==> src/hw/cuPkg.sv <==
`default_nettype none

package cuPkg;

	// Datapath widths
	localparam int RegAddrW = 5;
	localparam int Op3W     = 6;
	localparam int WordW    = 32;
	localparam int PcSelW   = 2;

	localparam logic [RegAddrW-1:0] ZeroReg = 5'd0; // r0, always reads zero

	// Instruction op field
	localparam logic [1:0] OpFmtSethi = 2'b00; // Also branches, split by op2
	localparam logic [1:0] OpFmtArith = 2'b10;
	localparam logic [1:0] OpFmtMem   = 2'b11;
	localparam logic [2:0] Op2Sethi   = 3'b100;

	// op3 values the decoder cares about
	localparam logic [Op3W-1:0] Op3Jmpl = 6'b111000;
	localparam logic [Op3W-1:0] Op3Ld   = 6'b000000; // Word load, also used by fetch
	localparam logic [Op3W-1:0] Op3Ldub = 6'b000001;
	localparam logic [Op3W-1:0] Op3Lduh = 6'b000010;
	localparam logic [Op3W-1:0] Op3Ldsb = 6'b001001;
	localparam logic [Op3W-1:0] Op3Ldsh = 6'b001010;
	localparam logic [Op3W-1:0] Op3St   = 6'b000100;
	localparam logic [Op3W-1:0] Op3Stb  = 6'b000101;
	localparam logic [Op3W-1:0] Op3Sth  = 6'b000110;

	// Mux codes without an enum of their own
	localparam logic [PcSelW-1:0] PcInNpc = 2'b00; // NPC into PC
	localparam logic MdrSelReg = 1'b0;
	localparam logic MdrSelRam = 1'b1;
	localparam logic PsrSelAlu = 1'b0; // Flags straight from ALU

	typedef enum logic [2:0] {clsSethi, clsArith, clsLoad, clsStore, clsUnsupported} instrClassT;

	typedef struct packed {
		instrClassT          cls;
		logic [RegAddrW-1:0] rd;
		logic [RegAddrW-1:0] rs1;
		logic [RegAddrW-1:0] rs2;
		logic                immediate; // i bit
		logic [Op3W-1:0]     op3;
		logic                setCc;     // op3[4], cc variants
	} decodedInstrT;

	// One state per control pulse, grouped by phase
	typedef enum logic [5:0] {
		resetClr, resetAlu, resetNpc, resetNpcOff,
		fetchAlu, fetchMar, fetchRamStart, fetchWait, fetchIrOff,
		decode,
		sethiSetup, sethiWrite, sethiDone,
		arithSetup, arithImm, arithReg, arithPsr, arithWrite, arithDone,
		loadSetup, loadImm, loadReg, loadMar, loadRamStart, loadRamOff,
		loadMdr, loadMdrOff, loadWrite, loadDone,
		storeSetup, storeImm, storeReg, storeMar, storeMdrSetup, storeMdr,
		storeRamStart, storeRamOff,
		pcAlu, pcLoad, pcOff
	} cuStateT;

	typedef enum logic [1:0] {aSelRegA = 2'b00, aSelFour = 2'b01, aSelNpc = 2'b10} aluASelT;

	typedef enum logic [2:0] {
		bSelRegB     = 3'b000,
		bSelExtender = 3'b001,
		bSelMdr      = 3'b010,
		bSelPc       = 3'b011,
		bSelFour     = 3'b110
	} aluBSelT;

	typedef enum logic [2:0] {extSimm13 = 3'b000, extSethi22 = 3'b100} extSelT;

	typedef enum logic [Op3W-1:0] {aluAdd = 6'b000000} aluOpT;

	typedef struct packed {
		logic irEnable, npcEnable, pcEnable, mdrEnable; // Register enables
		logic marEnable, regFileEnable, ramEnable, psrEnable;
		logic pcClr, psrClr;
		extSelT              extSel;
		logic [PcSelW-1:0]   pcInSel;
		aluASelT             aluASel;
		aluBSelT             aluBSel;
		logic                psrSel;
		logic                mdrSel;      // 0 register file, 1 RAM
		logic [RegAddrW-1:0] rfWriteAddr;
		logic [RegAddrW-1:0] rfReadA;
		logic [RegAddrW-1:0] rfReadB;
		aluOpT               aluOp;
		logic [Op3W-1:0]     ramOpCode;
	} ctrlWordT;

endpackage

`default_nettype wire

==> src/hw/instrDecoder.sv <==
`timescale 1ns/100ps
`default_nettype none

// Pure combinational decode of the IR contents
module instrDecoder import cuPkg::*; (
	input  wire logic [WordW-1:0] irWord,
	output decodedInstrT          decoded
);

	logic [1:0]      op;    // Format field
	logic [2:0]      op2;   // Format 2 sub-op
	logic [Op3W-1:0] op3;

	assign op  = irWord[31:30];
	assign op2 = irWord[24:22];
	assign op3 = irWord[24:19];

	// Operand fields sit in the same bits for every format used here
	assign decoded.rd        = irWord[29:25];
	assign decoded.rs1       = irWord[18:14];
	assign decoded.rs2       = irWord[4:0];
	assign decoded.immediate = irWord[13];
	assign decoded.op3       = op3;
	assign decoded.setCc     = op3[4]; // addcc, subcc, andcc...

	always_comb
	begin
		decoded.cls = clsUnsupported; // Branch, CALL, JMPL, traps
		case (op)
			OpFmtSethi:
			begin
				if (op2 == Op2Sethi)
					decoded.cls = clsSethi; // Branches stay unsupported
			end
			OpFmtArith:
			begin
				if (op3 != Op3Jmpl)
					decoded.cls = clsArith;
			end
			OpFmtMem:
			begin
				case (op3)
					Op3Ld, Op3Ldub, Op3Lduh, Op3Ldsb, Op3Ldsh:
						decoded.cls = clsLoad;
					Op3St, Op3Stb, Op3Sth:
						decoded.cls = clsStore;
					default:
						decoded.cls = clsUnsupported; // Doubles, swap, atomics
				endcase
			end
			default:
				decoded.cls = clsUnsupported; // CALL format
		endcase
	end

endmodule

`default_nettype wire

==> src/hw/microSequencer.sv <==
`timescale 1ns/100ps
`default_nettype none

// State register and next-state table of the control FSM
module microSequencer import cuPkg::*; (
	input  wire logic   Clk,
	input  wire logic   RESET,
	input  decodedInstrT decoded,
	input  wire logic   mfc,
	output cuStateT     state
);

	cuStateT nextState;

	always_ff @(posedge Clk)
	begin
		if (RESET)
			state <= resetClr; // Holds here while reset is high
		else
			state <= nextState;
	end

	always_comb
	begin
		nextState = resetClr; // Unused encodings recover through reset path
		case (state)
			// Reset sequence, PC/PSR cleared then NPC gets 4
			resetClr:    nextState = resetAlu;
			resetAlu:    nextState = resetNpc;
			resetNpc:    nextState = resetNpcOff;
			resetNpcOff: nextState = fetchAlu;

			// Fetch
			fetchAlu:      nextState = fetchMar;
			fetchMar:      nextState = fetchRamStart;
			fetchRamStart: nextState = fetchWait;
			fetchWait:
			begin
				if (mfc)
					nextState = fetchIrOff;
				else
					nextState = fetchWait; // Memory delay
			end
			fetchIrOff: nextState = decode;

			decode:
			begin
				case (decoded.cls)
					clsSethi: nextState = sethiSetup;
					clsArith: nextState = arithSetup;
					clsLoad:  nextState = loadSetup;
					clsStore: nextState = storeSetup;
					default:  nextState = pcAlu; // No side effect, just advance
				endcase
			end

			// SETHI
			sethiSetup: nextState = sethiWrite;
			sethiWrite: nextState = sethiDone;
			sethiDone:  nextState = pcAlu;

			// Arithmetic and logic
			arithSetup:
			begin
				if (decoded.immediate)
					nextState = arithImm;
				else
					nextState = arithReg;
			end
			arithImm:   nextState = arithPsr;
			arithReg:   nextState = arithPsr;
			arithPsr:   nextState = arithWrite;
			arithWrite: nextState = arithDone;
			arithDone:  nextState = pcAlu;

			// Loads
			loadSetup:
			begin
				if (decoded.immediate)
					nextState = loadImm;
				else
					nextState = loadReg;
			end
			loadImm:      nextState = loadMar;
			loadReg:      nextState = loadMar;
			loadMar:      nextState = loadRamStart;
			loadRamStart: nextState = loadRamOff;
			loadRamOff:   nextState = loadMdr;
			loadMdr:      nextState = loadMdrOff;
			loadMdrOff:   nextState = loadWrite;
			loadWrite:    nextState = loadDone;
			loadDone:     nextState = pcAlu;

			// Stores
			storeSetup:
			begin
				if (decoded.immediate)
					nextState = storeImm;
				else
					nextState = storeReg;
			end
			storeImm:      nextState = storeMar;
			storeReg:      nextState = storeMar;
			storeMar:      nextState = storeMdrSetup;
			storeMdrSetup: nextState = storeMdr;
			storeMdr:      nextState = storeRamStart;
			storeRamStart: nextState = storeRamOff;
			storeRamOff:   nextState = pcAlu;

			// Common PC/NPC advance, back to fetch
			pcAlu:  nextState = pcLoad;
			pcLoad: nextState = pcOff;
			pcOff:  nextState = fetchAlu;

			default: nextState = resetClr;
		endcase
	end

endmodule

`default_nettype wire

==> src/hw/controlWordGen.sv <==
`timescale 1ns/100ps
`default_nettype none

// Moore-style decode of state into datapath controls, mfc only gates fetchWait
module controlWordGen import cuPkg::*; (
	input  cuStateT      state,
	input  decodedInstrT decoded,
	input  wire logic    mfc,
	output ctrlWordT     ctrl
);

	aluBSelT operandB; // Second ALU operand for arith and address calc

	always_comb
	begin
		if (decoded.immediate)
			operandB = bSelExtender; // simm13 through extender
		else
			operandB = bSelRegB;
	end

	always_comb
	begin
		// Everything idle unless a state says otherwise
		ctrl.irEnable      = 1'b0;
		ctrl.npcEnable     = 1'b0;
		ctrl.pcEnable      = 1'b0;
		ctrl.mdrEnable     = 1'b0;
		ctrl.marEnable     = 1'b0;
		ctrl.regFileEnable = 1'b0;
		ctrl.ramEnable     = 1'b0;
		ctrl.psrEnable     = 1'b0;
		ctrl.pcClr         = 1'b0;
		ctrl.psrClr        = 1'b0;
		ctrl.extSel        = extSimm13;
		ctrl.pcInSel       = PcInNpc;
		ctrl.aluASel       = aSelRegA;
		ctrl.aluBSel       = bSelRegB;
		ctrl.psrSel        = PsrSelAlu;
		ctrl.mdrSel        = MdrSelReg;
		ctrl.rfWriteAddr   = ZeroReg;
		ctrl.rfReadA       = ZeroReg;
		ctrl.rfReadB       = ZeroReg;
		ctrl.aluOp         = aluAdd;
		ctrl.ramOpCode     = Op3Ld; // Word read, what fetch needs

		case (state)
			resetClr:
			begin
				ctrl.pcClr  = 1'b1;
				ctrl.psrClr = 1'b1;
			end
			resetAlu, resetNpc, resetNpcOff:
			begin
				ctrl.aluASel   = aSelFour; // 4 + r0
				ctrl.aluBSel   = bSelRegB;
				ctrl.npcEnable = (state == resetNpc);
			end

			// MAR <- r0 + PC, then start a word read
			fetchAlu, fetchMar:
			begin
				ctrl.aluBSel   = bSelPc;
				ctrl.marEnable = (state == fetchMar);
			end
			fetchRamStart:
				ctrl.ramEnable = 1'b1;
			fetchWait:
			begin
				ctrl.ramEnable = ~mfc; // Drops in the same cycle as IR load
				ctrl.irEnable  = mfc;
			end

			// rd <- r0 + (imm22 << 10)
			sethiSetup, sethiWrite, sethiDone:
			begin
				ctrl.extSel        = extSethi22;
				ctrl.aluBSel       = bSelExtender;
				ctrl.rfWriteAddr   = decoded.rd;
				ctrl.regFileEnable = (state == sethiWrite);
			end

			// rd <- rs1 op operand, flags when cc variant
			arithSetup, arithImm, arithReg, arithPsr, arithWrite, arithDone:
			begin
				ctrl.rfReadA       = decoded.rs1;
				ctrl.rfReadB       = decoded.rs2;
				ctrl.aluBSel       = operandB;
				ctrl.aluOp         = aluOpT'(decoded.op3); // op3 is the ALU opcode
				ctrl.rfWriteAddr   = decoded.rd;
				ctrl.regFileEnable = (state == arithWrite);
				ctrl.psrEnable     = (state == arithWrite) && decoded.setCc;
			end

			// Address phase shared by loads and stores
			loadSetup, loadImm, loadReg, loadMar, storeSetup, storeImm, storeReg, storeMar:
			begin
				ctrl.rfReadA     = decoded.rs1;
				ctrl.rfReadB     = decoded.rs2;
				ctrl.aluBSel     = operandB;
				ctrl.ramOpCode   = decoded.op3;
				ctrl.rfWriteAddr = decoded.rd;
				ctrl.marEnable   = (state == loadMar) || (state == storeMar);
			end

			// Read pulse, MDR from RAM, then r0 + MDR into rd
			loadRamStart, loadRamOff, loadMdr, loadMdrOff, loadWrite, loadDone:
			begin
				ctrl.ramOpCode     = decoded.op3;
				ctrl.mdrSel        = MdrSelRam;
				ctrl.aluBSel       = bSelMdr;
				ctrl.rfWriteAddr   = decoded.rd;
				ctrl.ramEnable     = (state == loadRamStart);
				ctrl.mdrEnable     = (state == loadMdr);
				ctrl.regFileEnable = (state == loadWrite);
			end

			// Store data is rd + r0 through the ALU into MDR
			storeMdrSetup, storeMdr:
			begin
				ctrl.rfReadA   = decoded.rd;
				ctrl.aluBSel   = bSelRegB;
				ctrl.mdrSel    = MdrSelReg;
				ctrl.ramOpCode = decoded.op3;
				ctrl.mdrEnable = (state == storeMdr);
			end
			storeRamStart, storeRamOff:
			begin
				ctrl.ramOpCode = decoded.op3;
				ctrl.ramEnable = (state == storeRamStart); // Single write pulse
			end

			// PC <- NPC, NPC <- NPC + 4
			pcAlu, pcLoad, pcOff:
			begin
				ctrl.aluASel   = aSelNpc;
				ctrl.aluBSel   = bSelFour;
				ctrl.pcInSel   = PcInNpc;
				ctrl.pcEnable  = (state == pcLoad);
				ctrl.npcEnable = (state == pcLoad);
			end

			default:
				ctrl.ramOpCode = Op3Ld; // fetchIrOff, decode: nothing to drive
		endcase
	end

endmodule

`default_nettype wire

==> src/hw/controlUnit.sv <==
`timescale 1ns/100ps
`default_nettype none

// Multicycle control unit top, decoder feeding sequencer and control word
module controlUnit import cuPkg::*; (
	input  wire logic             Clk,
	input  wire logic             RESET,
	input  wire logic [WordW-1:0] irWord, // From external IR
	input  wire logic             mfc,    // Memory function complete
	output ctrlWordT              ctrl
);

	decodedInstrT decoded; // Fields of the held instruction
	cuStateT      state;

	// Classify and split the IR word
	instrDecoder u_decoder (
		.irWord  (irWord),
		.decoded (decoded)
	);

	// Sequencing, one state per control pulse
	microSequencer u_sequencer (
		.Clk     (Clk),
		.RESET   (RESET),
		.decoded (decoded),
		.mfc     (mfc),
		.state   (state)
	);

	// Controls out, no extra register stage
	controlWordGen u_ctrlGen (
		.state   (state),
		.decoded (decoded),
		.mfc     (mfc),
		.ctrl    (ctrl)
	);

endmodule

`default_nettype wire

==> config.mk <==
export PLATFORM = sky130hd
export DESIGN_NAME = controlUnit
export DESIGN_NICKNAME = d
export VERILOG_FILES = /design/src/hw/cuPkg.sv /design/src/hw/instrDecoder.sv /design/src/hw/microSequencer.sv /design/src/hw/controlWordGen.sv /design/src/hw/controlUnit.sv
export SDC_FILE = /design/constraint.sdc
export NUM_CORES = 1
export LEC_CHECK = 0
export BUFFER_PORTS_ARGS = -buffer_cell sky130_fd_sc_hd__buf_2
export CORE_AREA = 2 2 63 65
export CTS_BUF_LIST = sky130_fd_sc_hd__clkbuf_8
export CTS_CLUSTER_SIZE = 16
export DETAILED_ROUTE_END_ITERATION = 8
export DIE_AREA = 0 0 65 67
export GPL_ROUTABILITY_DRIVEN = 0
export HOLD_SLACK_MARGIN = 0.02
export PLACE_DENSITY_LB_ADDON = 0.08
export SLEW_MARGIN = 10
export SYNTH_ARGS = -nofsm -noshare
export SYNTH_HDL_FRONTEND = slang
export SYNTH_SLANG_ARGS = --single-unit
export TNS_END_PERCENT = 50
==> constraint.sdc <==
create_clock -name Clk -period 2 [get_ports Clk]
set_input_delay 0.4 -clock Clk [delete_from_list [all_inputs] [get_ports Clk]]
set_output_delay 0.4 -clock Clk [all_outputs]
set_load 0.05 [all_outputs]
==> out/qor.txt <==
diode count - 0
reg2reg setup slack - 0.24 ns
Crit Path Max Fanout - 7
vias per cell - 5.54
H-Tree Level Count - 1
vias - 2051
CTS root buffer - clkbuf_8
fin crit period - 2.05 ns
DR iter-0 viols - 181
FMAX - 487 MHz
Die W - 65 um
routed wl met3 - 316 um
Multi-input gate area - 1370 um^2
Worst EP arrival - 1.65 ns
failing checks - negative setup slack
Die ar. - 4360 um^2
Remaining Overflow, GRT - 0
Post-synth top cells - nand2_1 (20), a21oi_1 (18), nor2_1 (17)
core area - 3610 um^2
required time of the critical path - 1.60 ns
unrepaired setup endpoints after global routing - true
share of cells above drive strength 1 - 53.4%
antenna-violating nets left - 0
largest area contributor in the netlist - dfxtp_1
Largest register FFs - 6
Die H - 67 um
Critical Path End Type - primary output
initial antenna violation count - 0
Hold Crit Depth - 3
hold_sp - RESET
global-route wire length before repair - 8.40 mm
Synth Register Bits - 6
cell area after synthesis - 1420 um^2
Final Instance Area - 2550 um^2
PnR worst setup slack - -0.0514 ns
clock-pin slew on the worst setup and hold paths - 0.03 ns
total power - 0.864 mW
TNS Setup - -0.244 ns
ys flop type - dfxtp_1
PortBufs - 70
Post-DP HPWL - 4.15 mm
final period utilization - 103%
post-layout util - 70.9%
Worst Skew - 0.000110 ns
post-synth cell types - 52
Num CTS Buffers - 3
highest ir drop seen on vdd - 0.000322 V
Cells after Synth - 226
uppermost layer routed - met4
sequential element share of the synthesized area - 8.44%
row count - 22
Synth async-reset ratio - 0%
max-cap violation count - 0
Layout area overhead - 79.6%
Largest Register - u_sequencer.state
Register Area - 138 um^2
all-layer global routing usage - 24.3%
Top Registers - u_sequencer.state (6)
Hold Vio Cnt, Final - 0
worst hold path class - input pin to flip-flop
final wirelength - 5.55 mm
worst slack at placement - -0.0107 ns
Max Slew Vio Count - 0
Lkg Pwr - 1.11 nW
critical path startpoint category - flip-flop
final setup violation count - 7
Starting Density - 39.5%
fin nets - 361
hold_buf cts - 0
clk sink count - 6
top area cells in the synthesized netlist - dfxtp_1 (8.4%), and2_1 (6.6%), a21oi_1 (6.3%), o21ai_0 (5.6%), nand2_1 (5.3%)
number of global-route vias before repair - 1803
critical path class - flip-flop to primary output
Syn Area/Cell - 6.29 um^2
IO Pins - 84
CTS tree - done
most common cell in the netlist - nand2_1
status - complete, but fails checks
Synth top area share - 8.44%
Placed Area - 2080 um^2
wire length on met2 - 2.89 mm
clk buf depth - 2
WHS Endpoint - u_sequencer.state[2]$_SDFF_PP0_
routed len/inst - 15.0 um
YS warnings - 0
FF-to-FF Start - u_sequencer.state[1]$_SDFF_PP0_
clock latency on the worst-skew pair - 0.22 ns
pin count of the biggest net entering global routing - 20
DRT met1 WL - 2.28 mm
pwr dens - 338 nW/um^2
first drt pass iteration count - 5
Worst Reg-to-Reg Cells - 7
fillers - 301
Reg-to-Reg End - u_sequencer.state[0]$_SDFF_PP0_
number of synthesized flops with an enable pin - 0
# DRC - 0
## logic make-up after synthesis
family                   after synthesis  share of synthesized area [%]
AND/OR/NAND/NOR                      101                           37.9
adder cells (fa/ha/maj)                2                           1.76
other                                  1                          0.264
buffers and inverters                 33                           11.4
multiplexers                           2                           1.41
flip-flops                             6                           8.44
AO/OA/AOI/OAI                         81                           38.8
## critical path, cell delays in order (launching register included)
cell     delay, ns
dfxtp_4       0.36
o21a_4        0.23
a22oi_2       0.23
o22ai_4       0.10
buf_6         0.13
a22o_1        0.22
buf_6         0.16
## cells in the final DEF (no fill, tap or decap), types with 4 or more instances in the layout
master	count
o22ai_1	5
nand2b_1	10
a21oi_1	14
buf_8	5
and2_1	10
buf_4	49
o21ai_0	13
nor2_1	12
and3_1	4
buf_6	21
nand2_1	18
and2_4	4
a31oi_1	4
dfxtp_4	4
buf_2	34
inv_1	7
nor2b_2	5
a22o_1	5
conb_1	5
## per-stage QoR
stage | hold slack (ns) | std cells
floorplan | 0.567 | 230
global placement | 0.683 | 360
detailed placement | 0.688 | 360
CTS | 0.450 | 368
global route | 0.461 | 370
finish | 0.450 | 370
## cell type report
class / instances / share of cell area (%)
Multi-Input combinational cell: 191 / 53.7
Timing Repair Buffer: 113 / 35.4
Sequential cell: 6 / 5.39
Tap cell: 48 / 2.35
Clock buffer: 3 / 1.62
Inverter: 9 / 1.52
## per-layer routing
layer	track usage (%)	vias up
li1	-	1012
met1	32.5	964
met2	42.0	69
met3	2.03	6
met4	5.85	0
met5	0	-
## where the power goes
part / leakage (nW) / internal (mW) / switching [mW] / total [mW]
Combinational: 1.04 / 0.211 / 0.333 / 0.544
Clock: 0.0216 / 0.129 / 0.0451 / 0.174
Sequential: 0.0527 / 0.130 / 0.0167 / 0.146
Total: 1.11 / 0.469 / 0.395 / 0.864
## repair_timing
item                                    in CTS  in global routing
gates cloned                                 1                  0
setup buffers                                4                  2
gates resized for setup                     66                 59
endpoints found under the setup margin      38                 38
pin swaps                                    9                  9
## worst max-delay path by stage
stage	slack, ns	end	start	cells after the start
finish	-0.05	ctrl[17]	u_sequencer.state[1]$_SDFF_PP0_	6
global route	-0.10	ctrl[39]	u_sequencer.state[5]$_SDFF_PP0_	4
CTS	-0.03	ctrl[19]	u_sequencer.state[0]$_SDFF_PP0_	6
detailed placement	-0.01	ctrl[19]	u_sequencer.state[2]$_SDFF_PP0_	6
global placement	0.00005	ctrl[20]	u_sequencer.state[2]$_SDFF_PP0_	6
floorplan	-0.32	ctrl[7]	u_sequencer.state[5]$_SDFF_PP0_	4
Note: power is estimated with default switching activity, not from simulation.
